### config.mk
export PLATFORM = sky130hd
export DESIGN_NAME = dcache_ctrl_flat
export DESIGN_NICKNAME = d
export VERILOG_FILES = /design/src/verilog/dcache_pkg.sv /design/src/verilog/dcache_ifs.sv /design/src/verilog/dcache_ctrl.sv /design/src/flat_wrapper.sv
export VERILOG_INCLUDE_DIRS = /design/src /design/src/include
export SDC_FILE = /design/constraint.sdc
export NUM_CORES = 1
export LEC_CHECK = 0
export ABC_AREA = 1
export BUFFER_PORTS_ARGS = -buffer_cell sky130_fd_sc_hd__buf_2
export CAP_MARGIN = 10
export CORE_AREA = 2 2 244 246
export CTS_CLUSTER_DIAMETER = 50
export DETAILED_ROUTE_END_ITERATION = 7
export DIE_AREA = 0 0 246 248
export PLACE_DENSITY = 0.35
export SLEW_MARGIN = 20
export SYNTH_ARGS = -nofsm -noshare
export SYNTH_HDL_FRONTEND = slang
export SYNTH_SLANG_ARGS = --single-unit
### constraint.sdc
create_clock -name clk -period 2.25 [get_ports clk]
set_clock_uncertainty 0.05 [all_clocks]
set_input_delay 0.5625 -clock clk [delete_from_list [all_inputs] [get_ports clk]]
set_output_delay 0.5625 -clock clk [all_outputs]
set_load 0.02 [all_outputs]
### src/include/dcache_consts.svh
// Geometry constants for the 2-way write-back data cache.
// Include wherever widths or array depths are needed; the package holds the types.
`ifndef DCACHE_CONSTS_SVH
`define DCACHE_CONSTS_SVH

// address split  | tag 31:9 | index 8:3 | offset 2:0 |
`define DC_ADDR_W   32
`define DC_DATA_W   64
`define DC_TAG_W    23
`define DC_INDEX_W  6
`define DC_OFFSET_W 3

// 2 ways x 64 sets x 8 bytes = 1 KiB
`define DC_WAYS     2
`define DC_SETS     64

`endif
### src/verilog/dcache_pkg.sv
// Shared types and address helpers for the data cache.
// Import with dcache_pkg::* in any module header that needs them.
`default_nettype none

`include "dcache_consts.svh"

package dcache_pkg;

  typedef logic [`DC_ADDR_W-1:0]       addr_t;
  typedef logic [`DC_DATA_W-1:0]       word_t;  // one word is one line
  typedef logic [`DC_DATA_W/8-1:0]     strb_t;
  typedef logic [`DC_TAG_W-1:0]        tag_t;
  typedef logic [`DC_INDEX_W-1:0]      index_t;
  typedef logic [$clog2(`DC_WAYS)-1:0] way_t;

  typedef enum logic [2:0] {
    ST_IDLE,
    ST_HIT,
    ST_WB_ADDR,
    ST_WB_DATA,
    ST_WB_RESP,
    ST_FILL_ADDR,
    ST_FILL_DATA
  } dc_state_e;

  function automatic tag_t addr_tag(input addr_t a);
    return a[`DC_ADDR_W-1 -: `DC_TAG_W];
  endfunction

  function automatic index_t addr_index(input addr_t a);
    return a[`DC_OFFSET_W +: `DC_INDEX_W];
  endfunction

endpackage

`default_nettype wire

### src/verilog/dcache_ifs.sv
// Internal cache interfaces between the controller and the two stores.
// tag_lookup_if carries lookups and metadata updates, line_ram_if the word RAM port.
`timescale 1ns/1ps
`default_nettype none

interface tag_lookup_if import dcache_pkg::*; ();

  index_t lookup_index;
  tag_t   lookup_tag;
  way_t   fill_way;
  logic   alloc;       // new tag in, valid cleared
  logic   fill_done;
  logic   mark_dirty;
  logic   clean;

  logic   hit;
  way_t   hit_way;
  way_t   victim_way;
  logic   victim_dirty;
  tag_t   victim_tag;  // old tag, held after alloc

  modport ctrl (
    output lookup_index, lookup_tag, fill_way, alloc, fill_done, mark_dirty, clean,
    input  hit, hit_way, victim_way, victim_dirty, victim_tag
  );

  modport store (
    input  lookup_index, lookup_tag, fill_way, alloc, fill_done, mark_dirty, clean,
    output hit, hit_way, victim_way, victim_dirty, victim_tag
  );

endinterface

interface line_ram_if import dcache_pkg::*; ();

  index_t ram_index;
  way_t   ram_way;
  logic   ram_we;
  strb_t  ram_wmask;
  word_t  ram_wdata;
  word_t  ram_rdata;   // one cycle after index

  modport ctrl  (output ram_index, ram_way, ram_we, ram_wmask, ram_wdata, input ram_rdata);
  modport store (input ram_index, ram_way, ram_we, ram_wmask, ram_wdata, output ram_rdata);

endinterface

`default_nettype wire

### src/verilog/dcache_ctrl.sv
// Cache controller FSM. Takes one CPU request at a time, decides hit or miss,
// runs the writeback and refill on the memory port, then serves the request.
`timescale 1ns/1ps
`default_nettype none

`include "dcache_consts.svh"

module dcache_ctrl import dcache_pkg::*; (
  input  logic       clk,
  input  logic       rst,
  tag_lookup_if.ctrl tl,
  line_ram_if.ctrl   lr,

  input  logic       ar_valid_i,
  output logic       ar_ready_o,
  input  addr_t      ar_addr_i,
  output logic       r_valid_o,
  input  logic       r_ready_i,
  output word_t      r_data_o,
  input  logic       aw_valid_i,
  output logic       aw_ready_o,
  input  addr_t      aw_addr_i,
  input  logic       w_valid_i,
  output logic       w_ready_o,
  input  word_t      w_data_i,
  input  strb_t      w_strb_i,
  output logic       b_valid_o,
  input  logic       b_ready_i,

  output logic       mem_aw_valid_o,
  input  logic       mem_aw_ready_i,
  output addr_t      mem_aw_addr_o,
  output logic       mem_w_valid_o,
  input  logic       mem_w_ready_i,
  output word_t      mem_w_data_o,
  input  logic       mem_b_valid_i,
  output logic       mem_b_ready_o,
  output logic       mem_ar_valid_o,
  input  logic       mem_ar_ready_i,
  output addr_t      mem_ar_addr_o,
  input  logic       mem_r_valid_i,
  output logic       mem_r_ready_o,
  input  word_t      mem_r_data_i
);

  dc_state_e state_q;
  dc_state_e state_d;
  addr_t     req_addr_q;
  logic      is_write_q;
  way_t      way_q;
  addr_t     in_addr;
  logic      idle;
  logic      take_aw, take_ar, take_req;
  logic      r_hs, w_hs, b_hs;
  logic      mem_aw_hs, mem_w_hs, mem_b_hs, mem_ar_hs, mem_r_hs;
  logic      fill_we, store_we;

  assign idle       = (state_q == ST_IDLE);
  assign aw_ready_o = idle;
  assign ar_ready_o = idle && !aw_valid_i;  // write wins a tie
  assign take_aw    = aw_valid_i && aw_ready_o;
  assign take_ar    = ar_valid_i && ar_ready_o;
  assign take_req   = take_aw || take_ar;
  assign in_addr    = aw_valid_i ? aw_addr_i : ar_addr_i;

  assign r_hs      = r_valid_o && r_ready_i;
  assign w_hs      = w_valid_i && w_ready_o;
  assign b_hs      = b_valid_o && b_ready_i;
  assign mem_aw_hs = mem_aw_valid_o && mem_aw_ready_i;
  assign mem_w_hs  = mem_w_valid_o && mem_w_ready_i;
  assign mem_b_hs  = mem_b_valid_i && mem_b_ready_o;
  assign mem_ar_hs = mem_ar_valid_o && mem_ar_ready_i;
  assign mem_r_hs  = mem_r_valid_i && mem_r_ready_o;

  // lookup on the incoming address in idle, the held one afterwards
  assign tl.lookup_index = idle ? addr_index(in_addr) : addr_index(req_addr_q);
  assign tl.lookup_tag   = idle ? addr_tag(in_addr) : addr_tag(req_addr_q);
  assign tl.fill_way     = idle ? tl.victim_way : way_q;
  assign tl.alloc        = take_req && !tl.hit;
  assign tl.fill_done    = mem_r_hs;
  assign tl.mark_dirty   = store_we;
  assign tl.clean        = mem_b_hs;

  assign fill_we  = mem_r_hs;
  assign store_we = (state_q == ST_HIT) && is_write_q && w_hs;

  assign lr.ram_index = addr_index(req_addr_q);
  assign lr.ram_way   = way_q;
  assign lr.ram_we    = fill_we || store_we;
  assign lr.ram_wmask = fill_we ? '1 : w_strb_i;
  assign lr.ram_wdata = fill_we ? mem_r_data_i : w_data_i;

  assign r_data_o       = lr.ram_rdata;
  assign mem_w_data_o   = lr.ram_rdata;  // victim word, read during wb_addr
  assign mem_aw_valid_o = (state_q == ST_WB_ADDR);
  assign mem_w_valid_o  = (state_q == ST_WB_DATA);
  assign mem_b_ready_o  = (state_q == ST_WB_RESP);
  assign mem_ar_valid_o = (state_q == ST_FILL_ADDR);
  assign mem_r_ready_o  = (state_q == ST_FILL_DATA);
  assign mem_aw_addr_o  = {tl.victim_tag, addr_index(req_addr_q), `DC_OFFSET_W'(0)};
  assign mem_ar_addr_o  = {addr_tag(req_addr_q), addr_index(req_addr_q), `DC_OFFSET_W'(0)};

  always_comb begin
    state_d = state_q;
    case (state_q)
      ST_IDLE: begin
        if (take_req) begin
          if (tl.hit)
            state_d = ST_HIT;
          else if (tl.victim_dirty)
            state_d = ST_WB_ADDR;
          else
            state_d = ST_FILL_ADDR;
        end
      end
      ST_HIT:       if (r_hs || b_hs) state_d = ST_IDLE;
      ST_WB_ADDR:   if (mem_aw_hs) state_d = ST_WB_DATA;
      ST_WB_DATA:   if (mem_w_hs) state_d = ST_WB_RESP;
      ST_WB_RESP:   if (mem_b_hs) state_d = ST_FILL_ADDR;
      ST_FILL_ADDR: if (mem_ar_hs) state_d = ST_FILL_DATA;
      ST_FILL_DATA: if (mem_r_hs) state_d = ST_HIT;
      default:      state_d = ST_IDLE;
    endcase
  end

  always_ff @(posedge clk) begin
    if (rst) begin
      state_q    <= ST_IDLE;
      is_write_q <= 1'b0;
      r_valid_o  <= 1'b0;
      w_ready_o  <= 1'b0;
      b_valid_o  <= 1'b0;
    end else begin
      state_q <= state_d;
      if (take_req)
        is_write_q <= take_aw;
      if ((take_aw && tl.hit) || (mem_r_hs && is_write_q))
        w_ready_o <= 1'b1;
      if (w_hs) begin
        w_ready_o <= 1'b0;
        b_valid_o <= 1'b1;
      end
      if (b_hs)
        b_valid_o <= 1'b0;
      // first hit cycle reads the RAM, data valid the cycle after
      if ((state_q == ST_HIT) && !is_write_q && !r_valid_o)
        r_valid_o <= 1'b1;
      if (r_hs)
        r_valid_o <= 1'b0;
    end
  end

  always_ff @(posedge clk) begin
    if (take_req) begin
      req_addr_q <= in_addr;
      way_q      <= tl.hit ? tl.hit_way : tl.victim_way;
    end
  end

endmodule

`default_nettype wire

### src/flat_wrapper.sv
// flat-port wrapper written by rule: the top's interface ports become plain ports
module dcache_ctrl_flat import dcache_pkg::*;
  (clk, rst, ar_valid_i, ar_ready_o, ar_addr_i, r_valid_o, r_ready_i, r_data_o, aw_valid_i, aw_ready_o, aw_addr_i, w_valid_i, w_ready_o, w_data_i, w_strb_i, b_valid_o, b_ready_i, mem_aw_valid_o, mem_aw_ready_i, mem_aw_addr_o, mem_w_valid_o, mem_w_ready_i, mem_w_data_o, mem_b_valid_i, mem_b_ready_o, mem_ar_valid_o, mem_ar_ready_i, mem_ar_addr_o, mem_r_valid_i, mem_r_ready_o, mem_r_data_i, tl_lookup_index, tl_lookup_tag, tl_fill_way, tl_alloc, tl_fill_done, tl_mark_dirty, tl_clean, tl_hit, tl_hit_way, tl_victim_way, tl_victim_dirty, tl_victim_tag, lr_ram_index, lr_ram_way, lr_ram_we, lr_ram_wmask, lr_ram_wdata, lr_ram_rdata);
  tag_lookup_if tl_i ();
  line_ram_if lr_i ();
  input  logic clk;
  input  logic rst;
  input  logic ar_valid_i;
  output logic ar_ready_o;
  input  addr_t ar_addr_i;
  output logic r_valid_o;
  input  logic r_ready_i;
  output word_t r_data_o;
  input  logic aw_valid_i;
  output logic aw_ready_o;
  input  addr_t aw_addr_i;
  input  logic w_valid_i;
  output logic w_ready_o;
  input  word_t w_data_i;
  input  strb_t w_strb_i;
  output logic b_valid_o;
  input  logic b_ready_i;
  output logic mem_aw_valid_o;
  input  logic mem_aw_ready_i;
  output addr_t mem_aw_addr_o;
  output logic mem_w_valid_o;
  input  logic mem_w_ready_i;
  output word_t mem_w_data_o;
  input  logic mem_b_valid_i;
  output logic mem_b_ready_o;
  output logic mem_ar_valid_o;
  input  logic mem_ar_ready_i;
  output addr_t mem_ar_addr_o;
  input  logic mem_r_valid_i;
  output logic mem_r_ready_o;
  input  word_t mem_r_data_i;
  output wire logic [$bits(tl_i.lookup_index)-1:0] tl_lookup_index;
  output wire logic [$bits(tl_i.lookup_tag)-1:0] tl_lookup_tag;
  output wire logic [$bits(tl_i.fill_way)-1:0] tl_fill_way;
  output wire logic [$bits(tl_i.alloc)-1:0] tl_alloc;
  output wire logic [$bits(tl_i.fill_done)-1:0] tl_fill_done;
  output wire logic [$bits(tl_i.mark_dirty)-1:0] tl_mark_dirty;
  output wire logic [$bits(tl_i.clean)-1:0] tl_clean;
  input wire logic [$bits(tl_i.hit)-1:0] tl_hit;
  input wire logic [$bits(tl_i.hit_way)-1:0] tl_hit_way;
  input wire logic [$bits(tl_i.victim_way)-1:0] tl_victim_way;
  input wire logic [$bits(tl_i.victim_dirty)-1:0] tl_victim_dirty;
  input wire logic [$bits(tl_i.victim_tag)-1:0] tl_victim_tag;
  output wire logic [$bits(lr_i.ram_index)-1:0] lr_ram_index;
  output wire logic [$bits(lr_i.ram_way)-1:0] lr_ram_way;
  output wire logic [$bits(lr_i.ram_we)-1:0] lr_ram_we;
  output wire logic [$bits(lr_i.ram_wmask)-1:0] lr_ram_wmask;
  output wire logic [$bits(lr_i.ram_wdata)-1:0] lr_ram_wdata;
  input wire logic [$bits(lr_i.ram_rdata)-1:0] lr_ram_rdata;
  assign tl_lookup_index = tl_i.lookup_index;
  assign tl_lookup_tag = tl_i.lookup_tag;
  assign tl_fill_way = tl_i.fill_way;
  assign tl_alloc = tl_i.alloc;
  assign tl_fill_done = tl_i.fill_done;
  assign tl_mark_dirty = tl_i.mark_dirty;
  assign tl_clean = tl_i.clean;
  assign tl_i.hit = tl_hit;
  assign tl_i.hit_way = tl_hit_way;
  assign tl_i.victim_way = tl_victim_way;
  assign tl_i.victim_dirty = tl_victim_dirty;
  assign tl_i.victim_tag = tl_victim_tag;
  assign lr_ram_index = lr_i.ram_index;
  assign lr_ram_way = lr_i.ram_way;
  assign lr_ram_we = lr_i.ram_we;
  assign lr_ram_wmask = lr_i.ram_wmask;
  assign lr_ram_wdata = lr_i.ram_wdata;
  assign lr_i.ram_rdata = lr_ram_rdata;
  dcache_ctrl u_core (.clk(clk), .rst(rst), .tl(tl_i), .lr(lr_i), .ar_valid_i(ar_valid_i), .ar_ready_o(ar_ready_o), .ar_addr_i(ar_addr_i), .r_valid_o(r_valid_o), .r_ready_i(r_ready_i), .r_data_o(r_data_o), .aw_valid_i(aw_valid_i), .aw_ready_o(aw_ready_o), .aw_addr_i(aw_addr_i), .w_valid_i(w_valid_i), .w_ready_o(w_ready_o), .w_data_i(w_data_i), .w_strb_i(w_strb_i), .b_valid_o(b_valid_o), .b_ready_i(b_ready_i), .mem_aw_valid_o(mem_aw_valid_o), .mem_aw_ready_i(mem_aw_ready_i), .mem_aw_addr_o(mem_aw_addr_o), .mem_w_valid_o(mem_w_valid_o), .mem_w_ready_i(mem_w_ready_i), .mem_w_data_o(mem_w_data_o), .mem_b_valid_i(mem_b_valid_i), .mem_b_ready_o(mem_b_ready_o), .mem_ar_valid_o(mem_ar_valid_o), .mem_ar_ready_i(mem_ar_ready_i), .mem_ar_addr_o(mem_ar_addr_o), .mem_r_valid_i(mem_r_valid_i), .mem_r_ready_o(mem_r_ready_o), .mem_r_data_i(mem_r_data_i));
endmodule
After elaboration in Yosys (flattened, before gate mapping). Cells that the tools add are included.

Memories: 0. Input port bits: 303. Bits in read-only memories: 0. Output and inout bits: 316. Logic and storage cells: 68. Latch bits: 0. Bits in writable memories: 0. Register bits after elaboration: 40.

Shift-type cells: 0. Reductions and logical operators: 31. Muxes and demuxes: 17. Bitwise logic cells: 0. Eq/ne operators: 13. $mul: 0. $lt $le $gt $ge: 0. Add/sub/neg operators: 0. Div/mod/pow operators: 0.

Operators by type and width (number): $mux 64 (1); $mux 32 (1); $mux 3 (9); $mux 23 (1); $pmux 3 s7 (1); $logic_and 1x1->1 (18); $ne 2x2->1 const B (7); $eq 3x3->1 const B (3); $mux 8 (1); $reduce_and 7->1 (1); $eq 3x2->1 const B (2); $mux 6 (1); $reduce_or 2->1 (3); $logic_not 1->1 (4); $logic_or 1x1->1 (4); $eq 3x1->1 const B (1); $logic_not 3->1 (1); $mux 1 (2).

Depth between registers and ports, before layout.
Depth in word-level cells: 6. Depth in mapped cells: 10. Depth with buffers taken out: 9.

Worst setup path after synthesis. OpenSTA, ideal clock, no wires.

Path type: input-to-reg. Start point: input aw_valid_i. End point: register u_core.way_q (netlist: u_core.lr.ram_way), enable pin. Required time: 1.815 ns. Library setup time: 0.385 ns. Stages: 4. Setup slack: 0.129 ns. Buffers on the path: 2. Arrival time: 1.686 ns. Cells stage by stage: buf_2 -> buf_2 -> o21ai_0 -> inv_1.

Word-level cells in the longest chain between the ends: 4. Elaborated cells between the ends (all ways): 5. Those cells by class: reduce/logical: 5.

Ends and longest elaborated chain: from (decl) (line flat_wrapper.sv:14) `input logic aw_valid_i;`; $logic_not 1->1 (line dcache_ctrl.sv:60) `assign ar_ready_o = idle && !aw_valid_i;`; $logic_and 1x1->1 (line dcache_ctrl.sv:60); $logic_and 1x1->1 (line dcache_ctrl.sv:62) `assign take_ar = ar_valid_i && ar_ready_o;`; $logic_or 1x1->1 * (line dcache_ctrl.sv:63) `assign take_req = take_aw || take_ar;`; net u_core.take_req (line dcache_ctrl.sv:53) `logic take_aw, take_ar, take_req;`; to (signal assigned) (line dcache_ctrl.sv:156) `way_q <= tl.hit ? tl.hit_way : tl.victim_way;`; to (decl) (line dcache_ctrl.sv:50) `way_t way_q;`.

Mark *: on every way through the listed nets, which the timed path passes. The rest lies on a longest branch. A chain may end at the register's enable or synchronous reset.

Final worst setup path.
Start point: register u_core.state_q[2]. End point: output lr_ram_wmask[5].

Word-level cells in the longest chain between the ends: 3.

Ends and longest elaborated chain: from (decl) (line dcache_ctrl.sv:46) `dc_state_e state_q;`; from (signal assigned) (line dcache_ctrl.sv:134) `state_q <= state_d;`; $eq 3x3->1 (line dcache_ctrl.sv:99) `assign mem_r_ready_o = (state_q == ST_FILL_DATA);`; $logic_and 1x1->1 (line dcache_ctrl.sv:73) `assign mem_r_hs = mem_r_valid_i && mem_r_ready_o;`; $mux 8 (line dcache_ctrl.sv:90) `assign lr.ram_wmask = fill_we ? '1 : w_strb_i;`; to (decl) (line flat_wrapper.sv:52) `output wire logic [$bits(lr_i.ram_wmask)-1:0] lr_ram_wmask;`.

No other way between the ends.

==> results.cfg <==
[status]
status = finished with violations
violations = setup timing

[setup_path]
ff2ff_setup_slack_ns = 0.52
r2r_cells = 7
worstReg2RegStart = u_core.state_q[0]$_SDFFE_PP0P_
crit_path_end = lr_ram_wmask[5]
start_kind = register
crit_start = u_core.state_q[2]$_SDFFE_PP0P_
cp-end-kind = primary output
required_ns = 1.64
arrival_ns = 1.69
worstSetupPathType = register to primary output
worstReg2RegEnd = u_core.req_addr_q[4]$_DFFE_PP_
crit_fanout = 7

[placed_design]
gp_congestion = 0.7724
dp_cells = 1606
dp_hpwl_um = 17380
portBuffers = 368
placed_area_mm2 = 0.005942

[clock_tree]
cts_buffers = 5
cts_buffer_depth = 2
cts_root_buf = clkbuf_16
path_clk_slew_ns = 0.06
insertion_delay_ns = 0.29
numClockSinks = 37
cts_tree = built
cts_hold_buf = 0
cts_htree_levels = 2

[route]
drtIter0Drc = 196
vias = 4705
wl_um = 23490
drtAntennaViolNets = 0
first_pass_iters = 4
vias_per_cell = 2.878
drc = 0
wl_per_cell_um = 14.36

[layout]
instances_no_fill = 1635
drive_gt1_share_pct = 61.44
fillers = 6783
synthToLayoutAreaGrowth_pct = 67.33
nets = 1163
fin_area_mm2 = 0.007267

[floorplan]
pin_count = 619
num_rows = 89
die_area_mm2 = 0.06101
start_util_pct = 7.429
chipHeight_um = 248
coreArea_mm2 = 0.05846
die_w_um = 246

[pwr]
vdd_ir_drop_max_v = 0.0003715
p_per_area_mw_per_mm2 = 892.6
p_leak_nw = 3.772

[global_route]
grt_pass1_wl_um = 27880
grtUsageMet1_pct = 7.836
grtUsageMet3_pct = 2.920
track_usage_pct = 6.423
first_global_vias = 4114
grt_max_degree = 59
overflow = 0
top_usage_layer = met2
met2_usage_pct = 9.154
antenna_found_initial = 4

[logic_synthesis]
ys_types = 20
ys_seq_area_share_pct = 23.97
synth.cell_area_mm2 = 0.004343
avgSynthCellArea_um2 = 6.818
synth_seq_cells = 37
syn_inst = 637
yosysWarnings = 0

[timing]
finalWorstSetupSlack_ns = -0.05421
rsz0062_at_grt = yes
period_share_pct = 102.4
period_minus_slack_ns = 2.304
fmax_ghz = 0.4340
final_hold_viol_count = 0
drv_slew = 0
setup_viol = 40

[flow_run]
maxCapViolCount = 0

[worst_hold_path]
hold_depth = 2
holdCritPathClass = input port to register
Yosys cell counts:
master | n | area share [%]
nand2_1 | 300 | 26
buf_4 | 173 | 30
edfxtp_1 | 30 | 21
mux2_2 | 29 | 7.5
inv_1 | 16 | 1.4
nor2_1 | 16 | 1.4
buf_2 | 14 | 1.6
buf_6 | 10 | 2.6
nand3_1 | 9 | 1.0
or2_2 | 9 | 1.3
dfxtp_1 | 7 | 3.2
o21ai_0 | 6 | 0.69
a21oi_1 | 5 | 0.58
inv_2 | 3 | 0.26
nand4_1 | 3 | 0.43
nor3_1 | 2 | 0.23
nor3_4 | 2 | 0.75
conb_1 | 1 | 0.086
o211a_1 | 1 | 0.23
o21ai_1 | 1 | 0.12
metrics by stage:
stage	utilization (%)	total power, mW	setup TNS, ns	setup slack (ns)	hold slack (ns)
after CTS	11.45	6.111	-1.590	-0.06351	0.4088
after global routing	12.43	6.989	-8.569	-0.1352	0.4343
after detailed placement	10.16	4.921	0	0.01479	0.4252
after floorplan	-	3.804	0	0.1295	0.3983
after global placement	10.16	4.933	0	0.01050	0.4112
final	12.43	6.487	-1.137	-0.05421	0.4231
area by class of cell:
class	instances	area (um2)	share of cell area, %
multi-input cells	389	2088	28.74
clock buffers	5	125.1	1.722
diodes	1	2.502	0.03444
repair buffers	408	2902	39.93
flip-flops and latches	37	1045	14.38
well taps	773	967.2	13.31
inverters	19	96.34	1.326
clock inverters	3	41.29	0.5682
report_power, final:
group | internal [mW] | leakage [nW] | switching (mW) | total, mW
clock network | 0.520 | 0.0775 | 0.309 | 0.829
registers | 1.02 | 0.346 | 0.121 | 1.14
logic | 1.82 | 3.35 | 2.69 | 4.51
flip-flops by register name, summed over array words and instances (netlist names):
signal / flops
u_core.b_valid_o: 1
u_core.is_write_q: 1
u_core.lr.ram_way: 1
u_core.r_valid_o: 1
u_core.req_addr_q: 29
u_core.state_q: 3
u_core.w_ready_o: 1
how the worst min path moves through the flow:
| stage | endpoint | slack (ns) | startpoint |
|---|---|---|---|
| floorplan | u_core.is_write_q$_SDFFE_PP0P_ | 0.40 | u_core.is_write_q$_SDFFE_PP0P_ |
| global placement | u_core.b_valid_o$_SDFFE_PP0P_ | 0.41 | u_core.b_valid_o$_SDFFE_PP0P_ |
| detailed placement | u_core.b_valid_o$_SDFFE_PP0P_ | 0.43 | u_core.b_valid_o$_SDFFE_PP0P_ |
| CTS | u_core.b_valid_o$_SDFFE_PP0P_ | 0.41 | b_ready_i |
| global route | u_core.b_valid_o$_SDFFE_PP0P_ | 0.43 | b_ready_i |
| finish | u_core.b_valid_o$_SDFFE_PP0P_ | 0.42 | b_ready_i |
cell families after synthesis:
kind of cell	count (synthesis)	share of synthesized area, %
and+or+nand+nor	341	31.06
buffers and inverters	216	35.75
DFF	37	23.97
muxes	29	7.519
AOI/OAI and AO/OA	13	1.613
other	1	0.08635
critical path: stages (launching register included):
cell and delay (ns):
dfxtp_2 0.33, inv_2 0.07, nor3_4 0.05, nand2_4 0.14
clkinv_8 0.11, buf_12 0.15, buf_16 0.15, or2_4 0.23
buf_6 0.13
metal layers:
layer / routed length [um] / part of all wire [%]
met1: 9334 / 40
met4: 1179 / 5.0
met2: 10390 / 44
met3: 2538 / 11
met5: 41 / 0.17
layout by cell type, fill, tap and decap left out, types with 2 or more instances in the layout:
master / count
a21oi_1: 5
buf_12: 9
buf_16: 6
buf_2: 292
buf_4: 30
buf_6: 63
buf_8: 4
clkbuf_16: 9
conb_1: 6
dfxtp_1: 4
dfxtp_2: 3
edfxtp_1: 30
inv_1: 15
inv_2: 2
mux2_2: 29
nand2_1: 236
nand2_2: 38
nand2_4: 26
nand3_1: 9
nand4_1: 3
nor2_1: 14
nor3_4: 2
o21ai_0: 5
o21ai_1: 2
or2_2: 3
or2_4: 6
repair_timing:
action                                  4_1_cts  5_1_grt
setup buffers                                 8        3
endpoints found under the setup margin      105      104
gates resized for setup                     136      133
pin swaps                                    13       13
hold endpoints to repair                      0        0
gates cloned                                  4        6
(Power assumes the default switching activity.)
